File: src/hw/cart_bus_pkg.sv
package cart_bus_pkg;

    // Cartridge edge buses
    typedef logic [7:0]  byte_t;
    typedef logic [14:0] cpu_addr_t;
    typedef logic [13:0] ppu_addr_t;

    // Image layout in cartridge memory
    // PRG occupies 32 KB from the bottom
    localparam logic [15:0] PRG_BASE = 16'h0000;
    // CHR occupies 8 KB right above PRG
    localparam logic [15:0] CHR_BASE = 16'h8000;

    // Value seen by the console while an image is loading
    localparam byte_t OPEN_BUS = 8'hFF;

endpackage

File: src/hw/mem_bus.sv
interface mem_bus import cart_bus_pkg::*; #(
    parameter int MEM_AW = 16
) ();
    logic              req;
    logic              we;
    logic [MEM_AW-1:0] addr;
    byte_t             wdata;
    byte_t             rdata;
    logic              ack;

    modport master (
        output req, we, addr, wdata,
        input  rdata, ack
    );

    modport slave (
        input  req, we, addr, wdata,
        output rdata, ack
    );
endinterface

File: src/hw/chr_fetch.sv
module chr_fetch import cart_bus_pkg::*; #(
    parameter int MEM_AW = 16
) (
    input  logic      clk,
    input  logic      arst_n,
    input  logic      en,
    input  logic      ppu_rd,
    input  ppu_addr_t ppu_addr,
    output byte_t     ppu_data,
    output logic      ciram_ce,
    output logic      ciram_a10,
    mem_bus.master    mem
);
    logic [2:0]        rd_sync;
    logic              rd_fall;
    logic              start;
    logic              req_q;
    logic [MEM_AW-1:0] addr_q;
    byte_t             data_q;

    // Read strobe is active low
    assign rd_fall = ~rd_sync[1] & rd_sync[2];
    assign start   = rd_fall && !ppu_addr[13] && en && !req_q;

    always_ff @(posedge clk or negedge arst_n) begin
        if (!arst_n) begin
            rd_sync <= '1;
            req_q   <= 1'b0;
        end else begin
            rd_sync <= {rd_sync[1:0], ppu_rd};
            if (mem.ack)
                req_q <= 1'b0;
            else if (start)
                req_q <= 1'b1;
        end
    end

    always_ff @(posedge clk) begin
        if (start)
            addr_q <= MEM_AW'(CHR_BASE + 16'(ppu_addr[12:0]));
        if (mem.ack)
            data_q <= mem.rdata;
    end

    // Nametables in console RAM, vertical mirroring
    assign ciram_ce  = !ppu_addr[13];
    assign ciram_a10 = ppu_addr[10];

    assign ppu_data  = en ? data_q : OPEN_BUS;
    assign mem.req   = req_q;
    assign mem.we    = 1'b0;
    assign mem.addr  = addr_q;
    assign mem.wdata = '0;
endmodule

File: src/flat_wrapper.sv
// flat-port wrapper written by rule: the top's interface ports become plain ports
module chr_fetch_flat import cart_bus_pkg::*;
#(
    parameter int MEM_AW = 16
)
  (clk, arst_n, en, ppu_rd, ppu_addr, ppu_data, ciram_ce, ciram_a10, mem_req, mem_we, mem_addr, mem_wdata, mem_rdata, mem_ack);
  mem_bus #(.MEM_AW(MEM_AW)) mem_i ();
  input  logic clk;
  input  logic arst_n;
  input  logic en;
  input  logic ppu_rd;
  input  ppu_addr_t ppu_addr;
  output byte_t ppu_data;
  output logic ciram_ce;
  output logic ciram_a10;
  output wire logic [$bits(mem_i.req)-1:0] mem_req;
  output wire logic [$bits(mem_i.we)-1:0] mem_we;
  output wire logic [$bits(mem_i.addr)-1:0] mem_addr;
  output wire logic [$bits(mem_i.wdata)-1:0] mem_wdata;
  input wire logic [$bits(mem_i.rdata)-1:0] mem_rdata;
  input wire logic [$bits(mem_i.ack)-1:0] mem_ack;
  assign mem_req = mem_i.req;
  assign mem_we = mem_i.we;
  assign mem_addr = mem_i.addr;
  assign mem_wdata = mem_i.wdata;
  assign mem_i.rdata = mem_rdata;
  assign mem_i.ack = mem_ack;
  chr_fetch #(.MEM_AW(MEM_AW)) u_core (.clk(clk), .arst_n(arst_n), .en(en), .ppu_rd(ppu_rd), .ppu_addr(ppu_addr), .ppu_data(ppu_data), .ciram_ce(ciram_ce), .ciram_a10(ciram_a10), .mem(mem_i));
endmodule
File: config.mk
export PLATFORM = sky130hd
export DESIGN_NAME = chr_fetch_flat
export DESIGN_NICKNAME = d
export VERILOG_FILES = /design/src/hw/cart_bus_pkg.sv /design/src/hw/mem_bus.sv /design/src/hw/chr_fetch.sv /design/src/flat_wrapper.sv
export SDC_FILE = /design/constraint.sdc
export NUM_CORES = 1
export LEC_CHECK = 0
export ABC_AREA = 1
export BUFFER_PORTS_ARGS = -buffer_cell sky130_fd_sc_hd__buf_2
export CAP_MARGIN = 10
export CORE_MARGIN = 2
export CORE_UTILIZATION = 30
export CTS_BUF_LIST = sky130_fd_sc_hd__clkbuf_4
export CTS_CLUSTER_DIAMETER = 100
export DETAILED_ROUTE_END_ITERATION = 12
export HOLD_SLACK_MARGIN = 0.08
export PLACE_DENSITY = 0.67
export SYNTH_ARGS = -nofsm -noshare
export SYNTH_HDL_FRONTEND = slang
export SYNTH_SLANG_ARGS = --single-unit
File: constraint.sdc
create_clock -name clk -period 1.5 [get_ports clk]
set_input_delay 0.3 -clock clk [delete_from_list [all_inputs] [get_ports clk]]
set_output_delay 0.3 -clock clk [all_outputs]
set_load 0.02 [all_outputs]
; ---- After elaboration in Yosys (flattened, before gate mapping)
; Cells that the tools add are included.
[classes]
reduce_logical = 6
muxes = 3
n_addsub = 1
bitwise = 2
[ops]
columns = operator, n
row1 = adder 16 x 13 -> 16 bit (first input constant), 1
row2 = 2-to-1 mux 8 bit, 1
row3 = logical AND 1 bit, 3
row4 = logical NOT 1 bit, 2
row5 = 2-to-1 mux 1 bit, 2
row6 = nonzero test 2 bit, 1
row7 = bitwise AND 1 bit, 1
row8 = inverter 1 bit, 1
[totals]
register_bits = 28
wordCells = 16
out_inout_bits = 36

; ---- Depth between registers and ports, before layout
[depth]
word_depth = 7
depth_mapped = 5

; ---- Worst setup path after synthesis
; No wires, ideal clock.
[synth_path]
path_type = reg2reg
startpoint = reg u_core.rd_sync[2]
endpoint = reg u_core.addr_q[0] (netlist: u_core.mem.addr[0]) (enable)
setup_ns = 0.382
path_buffers = 0
path_slack_ns = -0.111
arrival_time_ns = 1.229
stages_incl_launch_ff = 5
period_less_slack_ns = 1.611
path_cell_list = dfstp_2 -> nand2_4 -> inv_2 -> nand2_2 -> nor2_1
[synth_via]
elab_chain_cells = 4
[synth_rtl]
columns = element, line
row1 = from (decl), chr_fetch.sv:14  ; logic [2:0] rd_sync;
row2 = from (signal assigned), chr_fetch.sv:30  ; rd_sync <= {rd_sync[1:0], ppu_rd};
row3 = bitwise AND 1 bit, chr_fetch.sv:22  ; assign rd_fall = ~rd_sync[1] & rd_sync[2];
row4 = logical AND 1 bit (3 in a row), chr_fetch.sv:23  ; assign start = rd_fall && !ppu_addr[13] && en && !req_q;
row5 = named net u_core.start, chr_fetch.sv:16  ; logic start;
row6 = to (signal assigned), chr_fetch.sv:40  ; addr_q <= MEM_AW'(CHR_BASE + 16'(ppu_addr[12:0]));
row7 = to (decl), chr_fetch.sv:18  ; logic [MEM_AW-1:0] addr_q;
; The timed path passes the listed nets, and every way through them passes these cells.
; A chain may end at the register's enable or synchronous reset.

; ---- Final worst setup path
[layout_path]
startpoint = reg u_core.rd_sync[2]
endpoint = reg u_core.addr_q[2] (netlist: u_core.mem.addr[2]) (enable)
; The elaborated chain is that of the path after synthesis.

==> flow_summary.ini <==
[timing]
min_period_ns = 1.26
max_freq_mhz = 793
clock_skew_ns = 0.00557
post-route-period-util_pct = 84.1
final_hold_viol_count = 0
tns_ns = 0
setup_viol = 0
rsz0062_at_grt = false
slew_viol_final = 0
fin_hold_ws_ns = 0.150

[pwr]
sw_frac_of_total_pct = 24.1
power_density_mw_per_mm2 = 979
p_seq_share_pct = 64.2
comb_power_share_pct = 12.2
power_leakage_uw = 0.000590
internal-power_uw = 944
pwr-share-clk_pct = 23.6
ir_drop_uv = 272
p_sw_uw = 299

[detailed_routing]
met1_length_um = 545
wirelength_mm = 1.54
via_per_inst = 3.62
drc = 0
dr_total_vias = 587
highest_layer = met4
firstDrtPassIters = 3
wl_met3_um = 128
wl_met2_um = 839
wl_per_cell_um = 9.51
ant_nets = 0
dr.first_iter.drc_count = 9

[synthesis]
ys_seq_elements = 25
ys_warn_count = 0
synth_area_leaders = edfxtp_1, buf_4, dfstp_2
syn-cell-area_um2 = 963
yosys.area.top_type = edfxtp_1
postSynthAreaPerCell_um2 = 14.8
ys_types = 14
synth_top_area_share_pct = 65.5
synth-seq-area-share_pct = 76.2
syn-instance-count = 65

[floorplanning]
core-area_mm2 = 0.00305
die_w_um = 60.7
die_h_um = 60.7
row_count = 20
dieArea_mm2 = 0.00368
initial_core_util_pct = 31.6
io_pins = 63

[run_status]
run_status = finished, final reports clean

[worst_hold_path]
hp-class = in -> reg
hold_depth = 1

[cells_and_area]
fin_cells = 162
antenna_cells = 0
final_layout_size_suffix_gt1_share_pct = 54.2
ff_latch_area_um2 = 734
multiInputGateArea_um2 = 119
area_growth_pct = 31.8
final.fill_count = 295
final_nets = 146

[grt]
grt_max_degree = 16
grt_pass1_wl_mm = 2.06
overflow = 0
grt_antenna_before_repair = 0
gr-usage-all-layers_pct = 8.11
first_global_vias = 509

[critical_path]
worstPathArrival_ns = 1.31
startpoint_type = flop
rr_worst_depth = 5
crit_fanout = 13
worstPathRequired_ns = 1.55
criticalPathCategory = reg -> reg
end_kind = flop

[clock_network]
numCtsBuffers = 3
htree_levels = 1
tritoncts = built
post_cts_resized = 0
cts_root_buf = clkbuf_4
clk_pin_slew_ns = 0.13
cts.path.max_buffers = 2
numClockSinks = 25
insertion_delay_ns = 0.31

[placed_design]
gp_congestion = 0.678
post-place-cells = 156
portBuffers = 50
dp_hpwl_mm = 1.23

[run]
cap_violations = 0
[final timing paths]
kind                                        to  slack, ns              start
min in group asynchronous       u_core.mem.req       0.30             arst_n
setup / recovery            u_core.mem.addr[2]       0.24  u_core.rd_sync[2]
hold reg to reg              u_core.rd_sync[1]       0.36  u_core.rd_sync[0]
hold / removal             u_core.mem.addr[12]       0.15       ppu_addr[12]
setup reg to reg            u_core.mem.addr[2]       0.24  u_core.rd_sync[2]
max in group asynchronous    u_core.rd_sync[0]       0.99             arst_n
[power by group through the flow]
stage / clock network [uW] / logic [uW] / registers, uW
6_report: 294 / 152 / 798
5_1_grt: 336 / 167 / 801
4_1_cts: 310 / 153 / 798
3_5_place_dp: 0 / 149 / 813
3_3_place_gp: 0 / 147 / 812
2_1_floorplan: 0 / 100 / 821
[cells in the mapped netlist]
master,n
a21oi_2,1
buf_4,13
buf_6,1
conb_1,2
dfrtp_1,1
dfstp_2,3
edfxtp_1,21
inv_1,10
inv_2,1
nand2_1,8
nand2_2,1
nand2_4,1
nor2_1,1
nor2_4,1
[state kept, by name, indices dropped and copies added (netlist names)]
register         count
u_core.mem.addr     13
u_core.data_q        8
u_core.rd_sync       3
u_core.mem.req       1
[stage by stage]
| step | power [uW] | utilization [%] | instance area (um2) | setup slack (ns) |
|---|---|---|---|---|
| floorplan | 921 | - | 1000 | 0.102 |
| global placement | 958 | 40.0 | 1220 | 0.257 |
| detailed placement | 962 | 40.0 | 1220 | 0.249 |
| CTS | 1260 | 41.6 | 1270 | 0.222 |
| global route | 1300 | 41.6 | 1270 | 0.164 |
| finish | 1240 | 41.6 | 1270 | 0.239 |
[cell families (layout without fill, tap and decap cells)]
logic type | count (synthesis) | in the layout | share of synthesized area, %
buffers and inverters | 25 | 68 | 15.6
other | 2 | 12 | 0.780
AOI/OAI and AO/OA | 1 | 1 | 0.909
DFF | 25 | 25 | 76.2
and+or+nand+nor | 12 | 12 | 6.49
[routing by layer]
| metal | track usage [%] | up-vias |
|---|---|---|
| met4 | 7.76 | 0 |
| met3 | 2.99 | 2 |
| met5 | 0 | - |
| met2 | 13.4 | 31 |
| met1 | 7.64 | 269 |
| li1 | - | 285 |
[worst max-delay path, stage by stage, from the launching register on]
cell,delay [ns]
dfstp_2,0.57
nand2_4,0.05
inv_2,0.05
nand2_2,0.05
nor2_2,0.13
buf_12,0.15
[area by class of cell]
cell class | instances | area share, %
Clock buffer | 3 | 1.77
Clock inverter | 1 | 0.591
Inverter | 11 | 3.25
Multi-Input combinational cell | 25 | 9.36
Sequential cell | 25 | 57.8
Tap cell | 44 | 4.33
Timing Repair Buffer | 53 | 22.9
[repair_timing]
item,in CTS,in global routing
buffers inserted,0,0
hold buffers,2,0
hold endpoints to repair,5,0
[layout by cell type (no fill, tap or decap)]
cell type	count
conb_1	12
inv_1	10
clkinvlp_4	1
edfxtp_1	21
dfrtp_1	1
nand2_1	8
buf_2	50
nand2_2	1
nor2_2	1
nor2_4	1
inv_2	1
nand2_4	1
a21oi_2	1
clkbuf_4	3
dfstp_2	3
buf_12	1
dlygate4sd3_1	2
Power figures use the tool's default switching activity.
