**config.mk**
```make
export PLATFORM = sky130hd
export DESIGN_NAME = loader_api_flat
export DESIGN_NICKNAME = d
export VERILOG_FILES = /design/src/hw/cart_bus_pkg.sv /design/src/hw/loader_pkg.sv /design/src/hw/mem_bus.sv /design/src/hw/loader_api.sv /design/src/flat_wrapper.sv
export SDC_FILE = /design/constraint.sdc
export NUM_CORES = 1
export LEC_CHECK = 0
export ABC_AREA = 0
export BUFFER_PORTS_ARGS = -buffer_cell sky130_fd_sc_hd__buf_4
export CAP_MARGIN = 40
export CORE_MARGIN = 3
export CORE_UTILIZATION = 50
export CTS_CLUSTER_SIZE = 30
export DETAILED_ROUTE_END_ITERATION = 7
export GPL_TIMING_DRIVEN = 0
export HOLD_SLACK_MARGIN = 0.06
export PLACE_DENSITY = 0.76
export SYNTH_ARGS = -nofsm -noshare
export SYNTH_HDL_FRONTEND = slang
export SYNTH_SLANG_ARGS = --single-unit
```
**constraint.sdc**
```tcl
create_clock -name clk -period 2.5 [get_ports clk]
set_input_delay 0.25 -clock clk [delete_from_list [all_inputs] [get_ports clk]]
set_output_delay 0.25 -clock clk [all_outputs]
set_load 0.005 [all_outputs]
```
**src/hw/cart_bus_pkg.sv**
```systemverilog
package cart_bus_pkg;

    // Cartridge edge buses
    typedef logic [7:0]  byte_t;
    typedef logic [14:0] cpu_addr_t;
    typedef logic [13:0] ppu_addr_t;

    // Image layout in cartridge memory
    // PRG occupies 32 KB from the bottom
    localparam logic [15:0] PRG_BASE = 16'h0000;
    // CHR occupies 8 KB right above PRG
    localparam logic [15:0] CHR_BASE = 16'h8000;

    // Value seen by the console while an image is loading
    localparam byte_t OPEN_BUS = 8'hFF;

endpackage

```
**src/hw/loader_pkg.sv**
```systemverilog
package loader_pkg;

    // First byte of each SPI frame
    typedef enum logic [7:0] {
        CMD_SET_ADDR   = 8'h01,
        CMD_WRITE      = 8'h02,
        CMD_LOAD_BEGIN = 8'h03,
        CMD_LOAD_END   = 8'h04
    } loader_cmd_t;

    // Command parser states
    typedef enum logic [2:0] {
        ST_OPCODE,
        ST_ADDR_HI,
        ST_ADDR_LO,
        ST_DATA,
        ST_WRITE,
        ST_IGNORE
    } loader_state_t;

endpackage

```
**src/hw/mem_bus.sv**
```systemverilog
interface mem_bus import cart_bus_pkg::*; #(
    parameter int MEM_AW = 16
) ();
    logic              req;
    logic              we;
    logic [MEM_AW-1:0] addr;
    byte_t             wdata;
    byte_t             rdata;
    logic              ack;

    modport master (
        output req, we, addr, wdata,
        input  rdata, ack
    );

    modport slave (
        input  req, we, addr, wdata,
        output rdata, ack
    );
endinterface

```
**src/hw/loader_api.sv**
```systemverilog
module loader_api import cart_bus_pkg::*, loader_pkg::*; #(
    parameter int MEM_AW = 16
) (
    input  logic   clk,
    input  logic   arst_n,
    input  byte_t  rx_byte,
    input  logic   rx_valid,
    input  logic   cs_active,
    output logic   loading,
    mem_bus.master mem
);
    loader_state_t     state;
    byte_t             addr_hi;
    byte_t             wdata_q;
    logic [MEM_AW-1:0] load_addr;
    logic              req_q;

    always_ff @(posedge clk or negedge arst_n) begin
        if (!arst_n) begin
            state     <= ST_OPCODE;
            loading   <= 1'b0;
            req_q     <= 1'b0;
            load_addr <= '0;
        end else if (!cs_active && state != ST_WRITE) begin
            // New frame starts with an opcode
            state <= ST_OPCODE;
        end else begin
            case (state)
                ST_OPCODE: begin
                    if (rx_valid) begin
                        case (loader_cmd_t'(rx_byte))
                            CMD_SET_ADDR: state <= ST_ADDR_HI;
                            CMD_WRITE:    state <= ST_DATA;
                            CMD_LOAD_BEGIN: begin
                                loading <= 1'b1;
                                state   <= ST_IGNORE;
                            end
                            CMD_LOAD_END: begin
                                loading <= 1'b0;
                                state   <= ST_IGNORE;
                            end
                            default: state <= ST_IGNORE;
                        endcase
                    end
                end
                ST_ADDR_HI: begin
                    if (rx_valid)
                        state <= ST_ADDR_LO;
                end
                ST_ADDR_LO: begin
                    if (rx_valid) begin
                        load_addr <= MEM_AW'({addr_hi, rx_byte});
                        state     <= ST_IGNORE;
                    end
                end
                ST_DATA: begin
                    if (rx_valid) begin
                        req_q <= 1'b1;
                        state <= ST_WRITE;
                    end
                end
                // Bytes arriving here are dropped
                ST_WRITE: begin
                    if (mem.ack) begin
                        req_q     <= 1'b0;
                        load_addr <= load_addr + 1'b1;
                        state     <= cs_active ? ST_DATA : ST_OPCODE;
                    end
                end
                default: state <= ST_IGNORE;
            endcase
        end
    end

    always_ff @(posedge clk) begin
        if (state == ST_ADDR_HI && rx_valid)
            addr_hi <= rx_byte;
        if (state == ST_DATA && rx_valid)
            wdata_q <= rx_byte;
    end

    assign mem.req   = req_q;
    assign mem.we    = 1'b1;
    assign mem.addr  = load_addr;
    assign mem.wdata = wdata_q;
endmodule

```
**src/flat_wrapper.sv**
```systemverilog
// flat-port wrapper written by rule: the top's interface ports become plain ports
module loader_api_flat import cart_bus_pkg::*, loader_pkg::*;
#(
    parameter int MEM_AW = 16
)
  (clk, arst_n, rx_byte, rx_valid, cs_active, loading, mem_req, mem_we, mem_addr, mem_wdata, mem_rdata, mem_ack);
  mem_bus #(.MEM_AW(MEM_AW)) mem_i ();
  input  logic clk;
  input  logic arst_n;
  input  byte_t rx_byte;
  input  logic rx_valid;
  input  logic cs_active;
  output logic loading;
  output wire logic [$bits(mem_i.req)-1:0] mem_req;
  output wire logic [$bits(mem_i.we)-1:0] mem_we;
  output wire logic [$bits(mem_i.addr)-1:0] mem_addr;
  output wire logic [$bits(mem_i.wdata)-1:0] mem_wdata;
  input wire logic [$bits(mem_i.rdata)-1:0] mem_rdata;
  input wire logic [$bits(mem_i.ack)-1:0] mem_ack;
  assign mem_req = mem_i.req;
  assign mem_we = mem_i.we;
  assign mem_addr = mem_i.addr;
  assign mem_wdata = mem_i.wdata;
  assign mem_i.rdata = mem_rdata;
  assign mem_i.ack = mem_ack;
  loader_api #(.MEM_AW(MEM_AW)) u_core (.clk(clk), .arst_n(arst_n), .rx_byte(rx_byte), .rx_valid(rx_valid), .cs_active(cs_active), .loading(loading), .mem(mem_i));
endmodule
```
# Word-level counts from Yosys, hierarchy flattened
# Cells that the tools add are included.
[word_totals]
reg_bits = 37
in_bits = 21
out_inout_bits = 27
wordCells = 53
[op_classes]
n_reduce_logical = 12
eq_ne = 17
bitwise = 1
addsub = 1
muxes = 16
[ops]
columns = ["op", "count"]
rows = [
  ["2-to-1 mux 16 bit", 2],
  ["case mux 16 bit (2 select lines)", 1],
  ["2-to-1 mux 3 bit", 6],
  ["adder 16 x 1 -> 16 bit (second input constant)", 1],
  ["== test 8 x 2 -> 1 bit (second input constant)", 2],
  ["inequality test 3 x 2 -> 1 bit (second input constant)", 5],
  ["case mux 3 bit (5 select lines)", 1],
  ["AND reduction 4 bit", 3],
  ["== test 8 x 1 -> 1 bit (second input constant)", 1],
  ["== test 8 x 3 -> 1 bit (second input constant)", 1],
  ["== test 3 x 2 -> 1 bit (second input constant)", 2],
  ["inequality test 2 bit (second input constant)", 3],
  ["case mux 3 bit (2 select lines)", 1],
  ["nonzero test 2 bit", 3],
  ["AND reduction 5 bit", 1],
  ["case mux 1 bit (2 select lines)", 2],
  ["== test 3 x 1 -> 1 bit (second input constant)", 1],
  ["== test 3 bit (second input constant)", 1],
  ["logical AND 1 bit", 3],
  ["zero test 3 bit", 1],
  ["inequality test 3 bit (second input constant)", 1],
  ["2-to-1 mux 1 bit", 2],
  ["2-to-1 mux 2 bit", 1],
  ["zero test 1 bit", 1],
  ["inverter 1 bit", 1],
]

# Longest topological paths before layout
[depth]
ltp_word = 5
depth_mapped = 6

# Least setup slack after synthesis
# No wires, ideal clock.
[synth_path]
kind = "in2reg"
startpoint = "input port rx_byte[3]"
endpoint = "register u_core.state[1]"
setup_slack_ns = 0.608
arrival_ns = 1.815
stages = 4
setup_time_ns = 0.078
required_time_ns = 2.422
n_path_buf = 0
cell_sequence = "or4_4 -> or4_4 -> or4b_1 -> a21boi_1"
[synth_via]
elab_chain_len = 5
word_cells_on_any_way = 6
cone_classes = "eq/ne: 2; mux: 4"
[synth_rtl]
columns = ["item", "line_no", "text"]
rows = [
  ["from (decl)", "flat_wrapper.sv:10", "input byte_t rx_byte;"],
  ["== test 8 x 2 -> 1 bit or == test 8 x 1 -> 1 bit (tied branches)", "loader_api.sv:31", "case (loader_cmd_t'(rx_byte))"],
  ["case mux 3 bit (2 select lines) (*)", "loader_api.sv:31", ""],
  ["2-to-1 mux 3 bit (*)", "loader_api.sv:30", "if (rx_valid) begin"],
  ["case mux 3 bit (5 select lines) (*)", "loader_api.sv:28", "case (state)"],
  ["2-to-1 mux 3 bit (*)", "loader_api.sv:24", "end else if (!cs_active && state != ST_WRITE) begin"],
  ["to (signal assigned)", "loader_api.sv:67", "state <= cs_active ? ST_DATA : ST_OPCODE;"],
  ["to (decl)", "loader_api.sv:12", "loader_state_t state;"],
]
# Every way passes the cells marked *; elsewhere a longest branch is shown, timed or not. The select of a mux whose other input is x is not followed.
# A chain may end at the register's enable or synchronous reset.

# Worst setup path after layout
[layout_path]
startpoint = "register u_core.state[2]"
endpoint = "register u_core.load_addr[10] (netlist: u_core.mem.addr[10])"
[layout_via]
elab_chain_len = 4
word_cells_on_any_way = 10
cone_classes = "eq/ne: 5; mux: 1; bitwise: 1; reduce/logical: 3"
[layout_rtl]
columns = ["item", "line_no", "text"]
rows = [
  ["parallel branches: the longest is 4 deep, another holds AND reduction 4 bit", "n/a", ""],
  ["to (signal assigned)", "loader_api.sv:52", "load_addr <= MEM_AW'({addr_hi, rx_byte});"],
  ["to (signal assigned)", "loader_api.sv:66", "load_addr <= load_addr + 1'b1;"],
  ["to (decl)", "loader_api.sv:15", "logic [MEM_AW-1:0] load_addr;"],
]
# Several ways; the timed one is not identified.

==> summary.md <==
The highest cell delay on the worst timing path came out at 540 ps. STA puts the critical path data arrival time at 2300 ps. Counting every sink on the clock net gives 37. The path type of the worst setup path was reg2reg. Together, buffers and inverters on the worst path number 2. The last weighted congestion value of the routability-driven placer came out at 0.926. The post-detailed-routing wire length is 4780 um, and the share of flip-flops with an asynchronous set or reset after synthesis is 0.568. For the count of final hold-check violations, the log shows 0.

Area share of fa/ha/maj cells after synthesis: 0.00656. The tools report the number of distinct library cell variants in the gate-level netlist after synthesis as 48. The run gives 0 as the count of inserted antenna diode cells.

The average instance in the mapped netlist occupies 10.2 um2. After floorplanning, the core was sized to cover 3490 um2. The worst hold path begins at rx_byte[3].

Among all cell types in the netlist, the one instantiated most often is sky130_fd_sc_hd__dfrtp_1. For the filler cell count in the final layout, the log shows 280. TritonCTS built the clock tree.

The tools report the total of cells resized after clock tree synthesis as 0. Derived from the worst setup path, the maximum achievable clock frequency is 463 MHz. The cell type contributing the most total cell area after synthesis was sky130_fd_sc_hd__dfrtp_1.

The number of max-slew violations in the final report was 0; the number of antenna violations at the first check in global routing was 0. In this run the critical register-to-register path is captured at u_core.mem.addr[10]. Fraction of the cycle the final worst path needs: 0.865.

The slowest stage cell on the critical path was sky130_fd_sc_hd__nor3b_1. Mux share of post-synthesis cell area: 0.0210. In this run the vertical extent of the chip is 67.8 um. For the worst-skew pair, the clock arrives at the later sink with an insertion delay of 290 ps. In this run the count of I/O pins placed on the die edge is 48.

The share of the core filled with cells was 0.671. The total of max-cap violations came out at 0. The final net count was 255; the DRC violation count after routing was 0.

Fraction of post-synthesis cell area in the top cell type by area: 0.275. The post-DP HPWL is 3470 um, and the share of final-layout standard cells stronger than drive strength 1 is 0.209. The overall power consumption was 2.29 mW; the shortest period the worst path allows was 2160 ps. The worst-case IR drop observed on VDD is 0.000462 V.

The tree is rooted in a sky130_fd_sc_hd__clkbuf_8. The setup violation total in the final timing report was 0. Along the worst path, the maximum fanout reaches 10. Summing over every cut layer, the via total after detailed routing is 1,696. The register-to-register path setup slack was 340 ps; the cell area after synthesis was 1910 um2. Net count of the mapped netlist: 209.

The wire length of the first global-routing pass was 7710 um. By area the synthesized netlist is led by sky130_fd_sc_hd__dfrtp_1 (28%), sky130_fd_sc_hd__edfxtp_1 (25%), sky130_fd_sc_hd__nand3_1 (3.1%). The area growth from synthesis to layout is 23.0%. The routed wire length per instance works out to 17.1 um. The area of all placed cells without fillers is 2350 um2, and the number of enable-type register cells in the synthesized netlist is 16. The tightest min-delay check is of the in2reg type.

Walking the worst path, the cells encountered are clkbuf_1, nor3b_1, clkbuf_1, nand3_1, o22ai_1, a2bb2oi_1. The simple-gate share of the synthesized area came out at 0.220. By instance count, the cell type seen most on the critical path is sky130_fd_sc_hd__clkbuf_1. The logs give 2640 ps for the required time of the critical path and 4590 um2 for the area of the die.

The starting utilization of the core area was 0.546. The path with the worst hold slack has its endpoint at u_core.addr_hi[3]. The detail route stage leaves a number of antenna-violating nets equal to 0. Summing all placed instances gives a cell area of 2250 um2.

The area fraction in compound gates after synthesis was 0.179; the overflow left after global routing was 0. The via count of the first global-routing pass was 1,560; the worst hold path cell count was 1. Final-layout worst hold slack: 170 ps. For the worst flop-to-flop path, the logic depth is 6.

The clock transition time at the flip-flop clock pins of the worst setup and hold paths came out at 70 ps. The endpoint class of the critical path is a flip-flop. The tools report the relative max-transition margin as 0.492. The floorplan has 21 rows.

Buffers placed on the I/O ports in this run total 38. The startpoint identified for the worst register-to-register timing path is u_core.state[2]. OpenSTA, run right after detailed placement, puts the worst setup slack at 360 ps. The total routing usage reported by global routing was 0.232. The run gives 3.60 ps as the largest clock skew in the final design. The least setup slack across all paths after layout is 338 ps. For the pin with the worst max-slew slack, the measured transition is 759 ps. The logs give 5 for the detailed-routing iteration count for the pre-antenna-repair pass and 0 for the synthesis warning total.

The cell total after placement is 271, and the accumulated negative setup slack is 0 ps. In this run the power density over the cells is 977 nW/um2. The gate family responsible for the most delay along the worst path is buffers and inverters. Combinational family with the most area after synthesis: simple AND/OR/NAND/NOR gates. The finished layout holds 280 standard cells, fillers aside.

The sequential cell area fraction in the yosys report is 0.527, and the initial DRC count is 153. The leakage power figure is 0.926 nW. The post-synthesis sequential element count came out at 37. In the synthesized netlist the dominant register cell turns out to be sky130_fd_sc_hd__dfrtp_1. The floorplan step set the die width to 67.8 um. Setup repair after global routing left no endpoint under its margin.

Xor/xnor share of the synthesized area: 0.00918. The clock passes through at most 2 buffers. The flow ran to the end, and the final reports show no timing, DRC or antenna violations. The run gives 22 as the largest net degree at the start of global routing. The cell count after synthesis was 187; the H-tree depth reported by CTS was 2. Counting instances in the post-synthesis netlist gives the leading cell types as sky130_fd_sc_hd__dfrtp_1 (21), sky130_fd_sc_hd__edfxtp_1 (16), sky130_fd_sc_hd__nand2_1 (16).

Dividing the detail-routed via count by the number of cells gives 6.06. STA classifies the critical path startpoint as a flip-flop. The number of clock buffers added by TritonCTS is 5.
## report_power, final
group | internal (mW) | leakage (nW) | total, mW | switching, mW
sequential | 0.805 | 0.396 | 1.03 | 0.226
combinational | 0.422 | 0.486 | 0.857 | 0.435
clock | 0.193 | 0.0436 | 0.403 | 0.210
total | 1.42 | 0.926 | 2.29 | 0.871
## worst max path at each step
stage,cells past startpoint,to,slack (ps),start
after floorplan,4,u_core.state[1],610,rx_byte[3]
after global placement,5,u_core.state[1],410,rx_byte[3]
after detailed placement,6,u_core.mem.addr[10],360,u_core.state[2]
after CTS,6,u_core.mem.addr[10],350,u_core.state[2]
after global routing,5,u_core.mem.addr[2],120,u_core.state[1]
final,6,u_core.mem.addr[10],340,u_core.state[2]
## flip-flops by register name, summed over array words and instances, names as in the netlist
name / flops
u_core.mem.addr: 16
u_core.addr_hi: 8
u_core.mem.wdata: 8
u_core.state: 3
u_core.loading: 1
u_core.mem.req: 1
## logic make-up after synthesis
logic type / Yosys count
compound gates: 51
other cells: 1
fa+ha+maj: 1
flops: 37
simple gates: 74
buf+inv: 17
xor+xnor: 2
mux: 4
## metal layers
metal / up-vias / track usage / share of wire
met3: 9 / 0.0549 / 0.061
met4: 0 / 0.0868 / 0.022
met2: 60 / 0.358 / 0.47
met1: 816 / 0.316 / 0.45
li1: 811 / - / -
met5: - / 0 / 0
## placed cells by master (no fill, tap or decap), drive strengths merged, types with 3 or more instances in the layout
cell type,count
o22ai,3
nor3,4
nand2,16
mux2i,4
nand4,5
clkbuf,14
buf,39
nor2,11
a31oi,4
edfxtp,16
a21oi,10
o22a,3
inv,8
o21ai,11
a2bb2oi,4
nand3,12
and4,5
a22oi,3
dfrtp,21
## repair_timing
action	in CTS	in global routing
setup endpoints to repair	0	0
hold endpoints to repair	21	0
buffers inserted	0	0
hold buffers	1	0
## cell type report
| class | count | area [um2] | area share |
|---|---|---|---|
| inverter | 7 | 26.3 | 0.0112 |
| buffer | 10 | 41.3 | 0.0176 |
| clock buffer | 5 | 68.8 | 0.0293 |
| sequential | 37 | 1010 | 0.429 |
| multi-input combinational | 133 | 835 | 0.356 |
| clock inverter | 3 | 16.3 | 0.00693 |
| timing repair buffer | 39 | 295 | 0.126 |
| tap | 46 | 57.6 | 0.0245 |
Note: power is estimated with default switching activity, not from simulation.
