File: config.mk
export PLATFORM = sky130hd
export DESIGN_NAME = spi_slave
export DESIGN_NICKNAME = d
export VERILOG_FILES = /design/src/hw/cart_bus_pkg.sv /design/src/hw/spi_slave.sv
export SDC_FILE = /design/constraint.sdc
export NUM_CORES = 1
export LEC_CHECK = 0
export BUFFER_PORTS_ARGS = -buffer_cell sky130_fd_sc_hd__buf_2
export CORE_MARGIN = 4
export CORE_UTILIZATION = 49
export DETAILED_ROUTE_END_ITERATION = 10
export PLACE_DENSITY = 0.72
export SKIP_LAST_GASP = 1
export SLEW_MARGIN = 20
export SYNTH_ARGS = -nofsm -noshare
export SYNTH_HDL_FRONTEND = slang
export SYNTH_SLANG_ARGS = --single-unit
File: constraint.sdc
create_clock -name clk -period 1.6 [get_ports clk]
set_input_delay 0.24 -clock clk [delete_from_list [all_inputs] [get_ports clk]]
set_output_delay 0.24 -clock clk [all_outputs]
set_load 0.005 [all_outputs]
File: src/hw/cart_bus_pkg.sv
package cart_bus_pkg;

    // Cartridge edge buses
    typedef logic [7:0]  byte_t;
    typedef logic [14:0] cpu_addr_t;
    typedef logic [13:0] ppu_addr_t;

    // Image layout in cartridge memory
    // PRG occupies 32 KB from the bottom
    localparam logic [15:0] PRG_BASE = 16'h0000;
    // CHR occupies 8 KB right above PRG
    localparam logic [15:0] CHR_BASE = 16'h8000;

    // Value seen by the console while an image is loading
    localparam byte_t OPEN_BUS = 8'hFF;

endpackage

File: src/hw/spi_slave.sv
module spi_slave import cart_bus_pkg::*; (
    input  logic  clk,
    input  logic  arst_n,
    input  logic  spi_sck,
    input  logic  spi_cs,
    input  logic  spi_mosi,
    output logic  spi_miso,
    output byte_t rx_byte,
    output logic  rx_valid,
    output logic  cs_active
);
    logic [2:0] sck_sync;
    logic [1:0] cs_sync;
    logic [1:0] mosi_sync;
    logic       sck_rise;
    logic       sck_fall;
    logic [2:0] bit_cnt;
    logic [6:0] rx_shift;
    byte_t      tx_shift;

    // Two-flop synchronizers, third SCK stage for edge detect
    always_ff @(posedge clk or negedge arst_n) begin
        if (!arst_n) begin
            sck_sync  <= '0;
            cs_sync   <= '1;
            mosi_sync <= '0;
        end else begin
            sck_sync  <= {sck_sync[1:0], spi_sck};
            cs_sync   <= {cs_sync[0], spi_cs};
            mosi_sync <= {mosi_sync[0], spi_mosi};
        end
    end

    assign sck_rise  = sck_sync[1] & ~sck_sync[2];
    assign sck_fall  = ~sck_sync[1] & sck_sync[2];
    assign cs_active = ~cs_sync[1];

    always_ff @(posedge clk or negedge arst_n) begin
        if (!arst_n) begin
            bit_cnt  <= '0;
            rx_valid <= 1'b0;
            tx_shift <= '0;
        end else if (!cs_active) begin
            bit_cnt  <= '0;
            rx_valid <= 1'b0;
        end else begin
            rx_valid <= 1'b0;
            if (sck_rise) begin
                bit_cnt  <= bit_cnt + 3'd1;
                rx_valid <= (bit_cnt == 3'd7);
            end
            // Echo path, reload on the last falling edge of a byte
            if (sck_fall) begin
                if (bit_cnt == 3'd0)
                    tx_shift <= rx_byte;
                else
                    tx_shift <= {tx_shift[6:0], 1'b0};
            end
        end
    end

    // MSB first
    always_ff @(posedge clk) begin
        if (cs_active && sck_rise) begin
            rx_shift <= {rx_shift[5:0], mosi_sync[1]};
            if (bit_cnt == 3'd7)
                rx_byte <= {rx_shift, mosi_sync[1]};
        end
    end

    assign spi_miso = tx_shift[7];
endmodule

; ---- After elaboration in Yosys (flattened, before gate mapping)
; Index checks and enable logic that the tools add are counted.
[word_totals]
input_bits = 5
regBits = 34
[op_classes]
add_sub_neg = 1
reduce_logical = 5
mux = 5
eq_ne = 1
bitwise_logic = 5
[op_table]
columns = op, n
row1 = $mux 8, 1
row2 = $mux 3, 2
row3 = $reduce_and 2->1, 2
row4 = $add 3x1->3 const B, 1
row5 = $eq 3x3->1 const B, 1
row6 = $logic_not 3->1, 1
row7 = $not 1->1, 3
row8 = $and 1x1->1, 2
row9 = $mux 1, 2
row10 = $reduce_bool 2->1, 1
row11 = $logic_and 1x1->1, 1

; ---- Longest topological paths before layout
; Gate-level depths: netlist of the first run.
[logic_depth]
word_depth = 4
depth_mapped = 6
mapped_depth_nobuf = 5

; ---- Worst setup path after synthesis of the first run
; OpenSTA, ideal clock, no wires.
[synth_timing]
path_kind = reg2reg
startpoint = register sck_sync[2]
endpoint = register rx_byte[0], enable pin
stages_incl_launch_ff = 4
setup_ns = 0.332
path_buffers = 0
required_time_ns = 1.268
setup_slack_ns = -0.049
t_arrival_ns = 1.317
path_cell_list = dfrtp_1 -> nand2b_1 -> nor2_1 -> and2_1
[synth_via]
elab_chain_len = 4
[synth_lines]
columns = element, line_no
row1 = from (decl), spi_slave.sv:12  ; logic [2:0] sck_sync;
row2 = from (signal assigned), spi_slave.sv:28  ; sck_sync <= {sck_sync[1:0], spi_sck};
row3 = $not 1->1, spi_slave.sv:34  ; assign sck_rise = sck_sync[1] & ~sck_sync[2];
row4 = $and 1x1->1, spi_slave.sv:34
row5 = $logic_and 1x1->1, spi_slave.sv:64  ; if (cs_active && sck_rise) begin
row6 = $reduce_and 2->1 (no source line), -
row7 = to (signal assigned), spi_slave.sv:67  ; rx_byte <= {rx_shift, mosi_sync[1]};
row8 = to (decl), spi_slave.sv:8  ; output byte_t rx_byte,
; No other way between the ends.
; A chain may end at the register's enable or synchronous reset.

; ---- Final worst setup path of the first run
[layout_timing]
startpoint = register sck_sync[2]
endpoint = register rx_byte[1], enable pin
; Same word-level chain as after synthesis.

==> out/metrics.yaml, run 1 <==
status:
  run_status: "finished, final reports clean"
route:
  firstDrtPassIters: 4
  vias: 654
  drt_wl_total_um: 1820
  wl_per_cell_um: 13.68
  drtIter0Drc: 10
  viasPerCell: 4.917
  drc: 0
  antenna_left: 0
layout:
  nets: 112
  syn2layout_area_growth_pct: 16.36
  diodes: 0
  final_cell_mix: "dfrtp_1, buf_2, edfxtp_1, mux2i_1, nor2_1"
  fill_cells: 180
  final_common_cell: "dfrtp_1"
  final_area_um2: 1441
  regArea_um2: 928.4
  finish.utilization_pct: 62.17
  layout-drive-gt1-share_pct: 30.48
  multi_input_area_um2: 281.5
logic_synthesis:
  syn_area_um2: 1239
  syn_inst: 78
  synthTopCellsByArea: "edfxtp_1, dfrtp_1, mux2i_1, dfstp_2, ha_1"
  synth-seq-cells: 34
  synth.distinct_cells: 19
  yosys.area.top_type: "edfxtp_1"
  synth-warning-count: 0
  synth_top_area_share_pct: 36.36
  yosysSeqAreaShare_pct: 74.95
  syn_avg_cell_area_um2: 15.88
  synth_fp_nets: 86
floorplanning:
  start_util_pct: 53.43
  io-pin-count: 16
  dieArea_um2: 3397
  die_w_um: 58.28
  rows: 17
  core_area_um2: 2318
  fp.dieH_um: 58.28
sta:
  finalCriticalPeriod_ps: 1434
  whs_ps: 361.3
  clock_skew_ps: 3.560
  relSlewSlack_pct: 54.43
  setup_viol: 0
  fmax_mhz: 697.2
  worst_pin_slew_ps: 682.8
  slew_violations: 0
  period_share_pct: 89.65
  rsz0062_at_grt: "no"
  hold_viol_final: 0
  fin_setup_tns_ps: 0
grt:
  grt_max_degree: 20
  grt-ovfl-total: 0
  grt_usage_pct: 12.24
  grt_pass1_vias: 644
  grt_pass1_wl_um: 2953
  antenna_found_initial: 0
worst_setup_path:
  critPathMaxFanout: 8
  critPathLaunchType: "flop"
  reg2reg_to: "rx_byte[1]$_DFFE_PP_"
  timing.reg2reg.setup_slack_ps: 170
  crit_end: "rx_byte[1]$_DFFE_PP_"
  required_ps: 1600
  r2r-start: "sck_sync[2]$_DFF_PN0_"
  arrival_ps: 1430
  crit_type: "flop to flop"
  reg2reg_depth: 3
  cp-startpoint: "sck_sync[2]$_DFF_PN0_"
  crit_path_end_kind: "flop"
power_and_ir_drop:
  ir_drop_mv: 0.7625
  p_per_area_nw_per_um2: 1083
  p_leak_nw: 0.6453
  fin_total_pwr_mw: 1.561
clock_tree:
  cts_tree: "yes"
  cts_setup_buffers: 0
  clock_path_buffers: 2
  cts-buffers-inserted: 5
  h-tree-depth: 2
  cts.clk_slew.worst_paths_ps: 90
  cts-resized-gates: 0
  ctsHoldBuffers: 4
  root_buffer: "clkbuf_4"
  insertion_delay_ps: 320
  cts.sinks: 34
min_path:
  hp-class: "flop to flop"
run:
  max_cap_violations: 0
place:
  place_congestion: 0.7425
  io_buffers: 15
  placedInstanceArea_um2: 1350
  dp_hpwl_um: 1235
worst min path at each step:
stage / start / to / slack, ps / depth (start not counted)
after floorplan: arst_n / bit_cnt[0]$_DFFE_PN0P_ / -60 / 0
after global placement: arst_n / tx_shift[0]$_DFFE_PN0P_ / 200 / 1
after detailed placement: arst_n / tx_shift[1]$_DFFE_PN0P_ / 210 / 1
after CTS: cs_sync[0]$_DFF_PN1_ / cs_sync[1]$_DFF_PN1_ / 360 / 0
after global routing: cs_sync[0]$_DFF_PN1_ / cs_sync[1]$_DFF_PN1_ / 370 / 0
final: cs_sync[0]$_DFF_PN1_ / cs_sync[1]$_DFF_PN1_ / 360 / 0
layer usage:
layer	wire [um]	vias up	global-route usage [%]	part of all wire [%]
met5	0	-	0	0
met4	23	0	4.967	1.3
met3	117	2	5.122	6.4
met2	867	15	19.62	48
met1	812	318	14.49	45
li1	-	319	-	-
cells in the mapped netlist:
cell       n
nor2b_1    1
nor2_2     2
a21oi_2    2
buf_2      1
o21ai_0    1
a21oi_1    5
nand3_1    1
xnor2_1    1
ha_1       3
nor2_1     9
mux2i_1    9
and2_1     2
dfrtp_1   17
nor3b_4    1
dfstp_2    2
nand2b_1   1
inv_1      4
edfxtp_1  15
buf_6      1
layout make-up:
cell class / instances / share of cell area [%]
flip-flops and latches: 34 / 64.41
multi-input cells: 38 / 19.53
repair buffers: 21 / 9.028
clock buffers: 6 / 2.865
well taps: 28 / 2.431
inverters: 4 / 1.042
clock inverters: 2 / 0.6944
power breakdown:
part	switching [mW]	leakage [nW]	internal (mW)
sequential	0.0321	0.360	0.964
combinational	0.0648	0.253	0.0637
clock	0.269	0.0320	0.167
cell families after synthesis:
kind of cell             share of synthesized area (%)
AND/OR/NAND/NOR                                  7.677
AO/OA/AOI/OAI                                    3.838
flip-flops                                       74.95
multiplexers                                     7.273
buffers and inverters                            2.524
XOR/XNOR                                        0.7072
adder cells (fa/ha/maj)                          3.031
critical path, stage by stage (launching register included):
cell and delay (ps):
dfrtp_1 380, nand2b_1 250, nor2_2 130, and2_1 350
through the flow:
stage | setup WS [ps] | instances
after CTS | 122.7 | 133
after global routing | 46.45 | 133
after detailed placement | 142.8 | 121
after global placement | 170.1 | 121
after floorplan | 82.79 | 78
final | 165.6 | 133
state kept, by name, indices dropped and copies added, names as in the netlist:
| signal | flops |
|---|---|
| cs_sync | 2 |
| bit_cnt | 3 |
| rx_shift | 7 |
| rx_byte | 8 |
| tx_shift | 8 |
| mosi_sync | 2 |
| rx_valid | 1 |
| sck_sync | 3 |
(Power assumes the default switching activity.)
==> run 2: changes to the inputs <==
CORE_UTILIZATION = 54   (was 49)
PLACE_DENSITY = 0.75   (was 0.72)
SLEW_MARGIN = not set   (was 20)
clock period = 1.5 ns   (was 1.6 ns; I/O delays follow)
==> out/metrics.yaml, run 2 (synthesis results as in run 1) <==
layout:
  final_common_cell: "dfrtp_1"
  syn2layout_area_growth_pct: 21.21
  final_cell_mix: "dfrtp_1, buf_2, edfxtp_1, mux2i_1, nor2_1"
  diodes: 0  # unchanged
  reg.largest.list: "rx_byte (8), tx_shift (8), rx_shift (7)"
  nets: 115  # +2.7%
  layout-drive-gt1-share_pct: 32.41  # +1.9 points
worst_setup_path:
  crit_path_end_kind: "flop"
  crit_type: "flop to flop"
  critPathLaunchType: "flop"
  arrival_ps: 1540  # +110 ps
  required_ps: 1700  # +100 ps
  reg2reg_depth: 6  # +3
  critPathMaxFanout: 8  # unchanged
sta:
  relSlewSlack_pct: 71.21  # +17 points
  slew_violations: 0  # unchanged
  worst_pin_slew_ps: 431.8  # -250.9 ps
  fin_setup_tns_ps: 0  # unchanged
  rsz0062_at_grt: "no"
  fmax_mhz: 747.5  # +7.2%
  period_share_pct: 89.18  # -0.47 points
  setup_viol: 0  # unchanged
  finalCriticalPeriod_ps: 1338  # -96.64 ps
  clock_skew_ps: 6.651  # +3.091 ps
  hold_viol_final: 0  # unchanged
route:
  viasPerCell: 5.125  # +4.2%
  drt_wl_total_um: 1755  # -3.6%
  vias: 697  # +6.6%
  antenna_left: 0  # unchanged
  drc: 0  # unchanged
  drtIter0Drc: 14  # +4
  wl_per_cell_um: 12.90  # -5.7%
  firstDrtPassIters: 4  # unchanged
floorplanning:
  start_util_pct: 56.54  # +3.1 points
  rows: 17  # unchanged
  core_area_um2: 2191  # -5.5%
  die_w_um: 55.90  # -4.1%
  io-pin-count: 16  # unchanged
  dieArea_um2: 3124  # -8.0%
  fp.dieH_um: 55.90  # -4.1%
clock_tree:
  cts.sinks: 34  # unchanged
  cts-buffers-inserted: 5  # unchanged
  cts.clk_slew.worst_paths_ps: 100  # about the same
  insertion_delay_ps: 320  # about the same
  root_buffer: "clkbuf_4"
  clock_path_buffers: 2  # unchanged
  h-tree-depth: 2  # unchanged
  cts_tree: "yes"
grt:
  antenna_found_initial: 0  # unchanged
  grt_pass1_wl_um: 2856  # -3.3%
  grt-ovfl-total: 0  # unchanged
  grt_usage_pct: 12.33  # +0.092 points
  grt_max_degree: 20  # unchanged
  grt_pass1_vias: 657  # +2.0%
power_and_ir_drop:
  p_comb_share_pct: 8.1  # about the same
  fin_total_pwr_mw: 1.834  # +18%
  p_per_area_nw_per_um2: 1222  # +13%
  p_sw_uw: 383.6  # +4.9%
  p_sw_share_pct: 20.92  # -2.5 points
  p_clk_share_pct: 33.9  # +6.0 points
  pwr-share-seq_pct: 58.0  # -5.8 points
  p_leak_nw: 0.6722  # +4.2%
  internal-power_mw: 1.450  # +21%
  ir_drop_mv: 0.8867  # +16%
place:
  place_congestion: 0.6976  # -6.0%
  io_buffers: 15  # unchanged
min_path:
  holdPathStages: 0  # unchanged
  hp-class: "flop to flop"
run:
  max_cap_violations: 0  # unchanged
status:
  run_status: "finished, final reports clean"
==> run 2: repair_timing <==
action	in CTS	in global routing
hold buffers	4	0
setup endpoints to repair	0	4
resized for setup	0	0
buffers inserted	0	2
hold endpoints to repair	20	0
==> run 2: critical path, cell delays in order (launching register included) <==
cell and delay, ps:
dfrtp_1 390, inv_1 90, ha_1 140, nor2b_1 120
buf_4 190, mux2i_1 200, a21oi_1 100
==> run 2: power by group through the flow <==
stage,Clock [mW],Combinational [mW],Sequential [mW]
2_1_floorplan,0,0.0938,1.07
3_3_place_gp,0,0.127,1.08
5_1_grt,0.689,0.166,1.07
6_report,0.621,0.148,1.06
4_1_cts,0.644,0.143,1.06
3_5_place_dp,0,0.134,1.08
==> run 2: final cells by class <==
class | instances | area (um2)
Sequential cell | 34 | 928.4
Fill cell | 151 | 689.4
Multi-Input combinational cell | 38 | 282.8
Timing Repair Buffer | 24 | 165.2
Clock buffer | 6 | 41.29
Tap cell | 28 | 35.03
Clock inverter | 2 | 33.78
Inverter | 4 | 15.01
==> run 2: path summary, 6_finish.rpt <==
check / slack, ps / from / endpoint
max: 160 / bit_cnt[0]$_DFFE_PN0P_ / tx_shift[5]$_DFFE_PN0P_
max reg2reg: 160 / bit_cnt[0]$_DFFE_PN0P_ / tx_shift[5]$_DFFE_PN0P_
min reg2reg: 360 / mosi_sync[0]$_DFF_PN0_ / mosi_sync[1]$_DFF_PN0_
min: 360 / mosi_sync[0]$_DFF_PN0_ / mosi_sync[1]$_DFF_PN0_
min in group asynchronous: 370 / arst_n / tx_shift[3]$_DFFE_PN0P_
max in group asynchronous: 790 / arst_n / cs_sync[1]$_DFF_PN1_
==> run 2: per-layer routing <==
metal	part of all wire (%)	wire, um	GRT usage [%]
met3	6.7	117	6.729
met1	44	778	14.26
met2	47	831	18.58
met4	1.5	27	6.102
met5	0	0	0
==> run 2: per-stage QoR <==
stage / instances / hold WS [ps] / util [%] / area (um2) / setup WS, ps
6_report: 136 / 357.9 / 68.53 / 1501 / 162.2
5_1_grt: 136 / 369.8 / 68.53 / 1501 / 31.13
4_1_cts: 134 / 357.1 / 67.28 / 1474 / 95.38
3_5_place_dp: 122 / 180.4 / 62.02 / 1359 / 125.5
3_3_place_gp: 122 / 177.7 / 62.02 / 1359 / 165.2
2_1_floorplan: 78 / -70.59 / - / 1242 / 54.06
==> run 3: changes to the inputs <==
REMOVE_ABC_BUFFERS = 1   (was not set)
==> out/metrics.yaml, run 3 (synthesis results as in run 1) <==
route:
  firstDrtPassIters: 2  # -2
  viasPerCell: 5.045  # -1.6%
  antenna_left: 0  # unchanged
  drc: 0  # unchanged
  vias: 676  # -3.0%
  wl_per_cell_um: 13.49  # +4.6%
  drtIter0Drc: 11  # -3
  drt_wl_total_um: 1808  # +3.0%
place:
  place_inst: 122  # unchanged
  dp_hpwl_um: 1260
  placedInstanceArea_um2: 1355  # -0.28%
  io_buffers: 15  # unchanged
  place_congestion: 0.7085  # +1.6%
clock_tree:
  cts.clk_slew.worst_paths_ps: 100  # about the same
  cts_setup_buffers: 0  # unchanged
  cts-buffers-inserted: 5  # unchanged
  h-tree-depth: 2  # unchanged
  root_buffer: "clkbuf_4"
  cts_tree: "yes"
  clock_path_buffers: 2  # unchanged
  insertion_delay_ps: 330  # about the same
  cts.sinks: 34  # unchanged
sta:
  clock_skew_ps: 11.11  # +4.458 ps
  relSlewSlack_pct: 55.13  # -16 points
  fmax_mhz: 715.4  # -4.3%
  setup_viol: 0  # unchanged
  finalCriticalPeriod_ps: 1398  # +60.14 ps
  worst_pin_slew_ps: 672.3  # +240.5 ps
  slew_violations: 0  # unchanged
  period_share_pct: 93.19  # +4.0 points
  hold_viol_final: 0  # unchanged
  rsz0062_at_grt: "no"
layout:
  layout-drive-gt1-share_pct: 31.13  # -1.3 points
  reg.largest.list: "rx_byte (8), tx_shift (8), rx_shift (7)"
  syn2layout_area_growth_pct: 16.87
  diodes: 0  # unchanged
  fill_cells: 171  # +13%
  final_area_um2: 1448  # -3.6%
  stdcell_count: 134  # -1.5%
  multi_input_area_um2: 280.3  # -0.88%
  nets: 113  # -1.7%
  final_cell_mix: "dfrtp_1, buf_2, edfxtp_1, nor2_1, mux2i_1"
  final_common_cell: "dfrtp_1"
  regArea_um2: 928.4  # unchanged
grt:
  antenna_found_initial: 0  # unchanged
  grt_max_degree: 20  # unchanged
  grt_usage_pct: 14.07  # +1.7 points
  grt_pass1_vias: 712  # +8.4%
  grt-ovfl-total: 0  # unchanged
  grt_pass1_wl_um: 3215  # +13%
worst_setup_path:
  crit_type: "flop to flop"
  critPathMaxFanout: 8  # unchanged
  timing.reg2reg.setup_slack_ps: 100  # -60 ps
  crit_path_end_kind: "flop"
  required_ps: 1700  # about the same
  critPathLaunchType: "flop"
  arrival_ps: 1600  # +60 ps
floorplanning:
  core_area_um2: 2191  # unchanged
  rows: 17  # unchanged
  die_w_um: 55.90  # unchanged
  io-pin-count: 16  # unchanged
  start_util_pct: 56.54  # unchanged
  dieArea_um2: 3124  # unchanged
  fp.dieH_um: 55.90  # unchanged
power_and_ir_drop:
  p_per_area_nw_per_um2: 1149  # -5.9%
  ir_drop_mv: 0.7406  # -16%
  p_leak_nw: 0.6507  # -3.2%
status:
  run_status: "finished, final reports clean"
run:
  max_cap_violations: 0  # unchanged
min_path:
  hp-class: "input port to asynchronous set/reset pin"
-- run 3: cell type report --
class                      count  area share, %
clock buffer                   6          2.852
clock inverter                 2         0.6914
inverter                       4          1.037
multi-input combinational     38          19.36
sequential                    34          64.13
tap                           28          2.420
timing repair buffer          22          9.507
-- run 3: per-layer routing --
layer / global-route usage, % / up-vias / share of wire (%)
met3: 5.336 / 8 / 5.7
met4: 9.153 / 0 / 2.9
met1: 14.88 / 326 / 41
met2: 23.31 / 19 / 50
met5: 0 / - / 0
li1: - / 323 / -
-- run 3: path summary, 6_finish.rpt --
path,startpoint,to,depth (start not counted)
min in group clk,sck_sync[0]$_DFF_PN0_,sck_sync[1]$_DFF_PN0_,0
worst min-delay path,arst_n,tx_shift[4]$_DFFE_PN0P_,2
worst min register to register,sck_sync[0]$_DFF_PN0_,sck_sync[1]$_DFF_PN0_,0
worst max-delay path,bit_cnt[0]$_DFFE_PN0P_,tx_shift[3]$_DFFE_PN0P_,6
max in group asynchronous,arst_n,cs_sync[0]$_DFF_PN1_,2
worst max register to register,bit_cnt[0]$_DFFE_PN0P_,tx_shift[3]$_DFFE_PN0P_,6
-- run 3: through the flow --
stage	TNS (ps)	util (%)	hold slack [ps]	setup WS, ps	power, mW
floorplan	-1772	-	-70.59	-149.0	1.162
global placement	0	61.85	179.8	150.6	1.206
detailed placement	0	61.85	191.3	87.33	1.220
CTS	0	66.02	360.4	79.44	1.690
global route	0	66.08	366.4	2.304	1.756
finish	0	66.08	346.0	102.1	1.663
-- run 3: critical path, cell delays in order (launching register included) --
cell     delay [ps]
dfrtp_1         400
inv_1            90
ha_1            140
nor2b_1         120
buf_4           200
mux2i_1         250
a21oi_2          70
-- run 3: power by group --
group | leakage, nW | internal, mW | switching (mW) | total (mW)
clock network | 0.0320 | 0.178 | 0.282 | 0.460
logic | 0.259 | 0.0698 | 0.0705 | 0.140
registers | 0.360 | 1.03 | 0.0346 | 1.06
total | 0.651 | 1.28 | 0.387 | 1.66
-- run 3: timing repair --
| action | 4_1_cts | 5_1_grt |
|---|---|---|
| hold buffers | 4 | 0 |
| gates resized for setup | 0 | 1 |
| endpoints found under the setup margin | 0 | 8 |
| hold endpoints to repair | 20 | 0 |
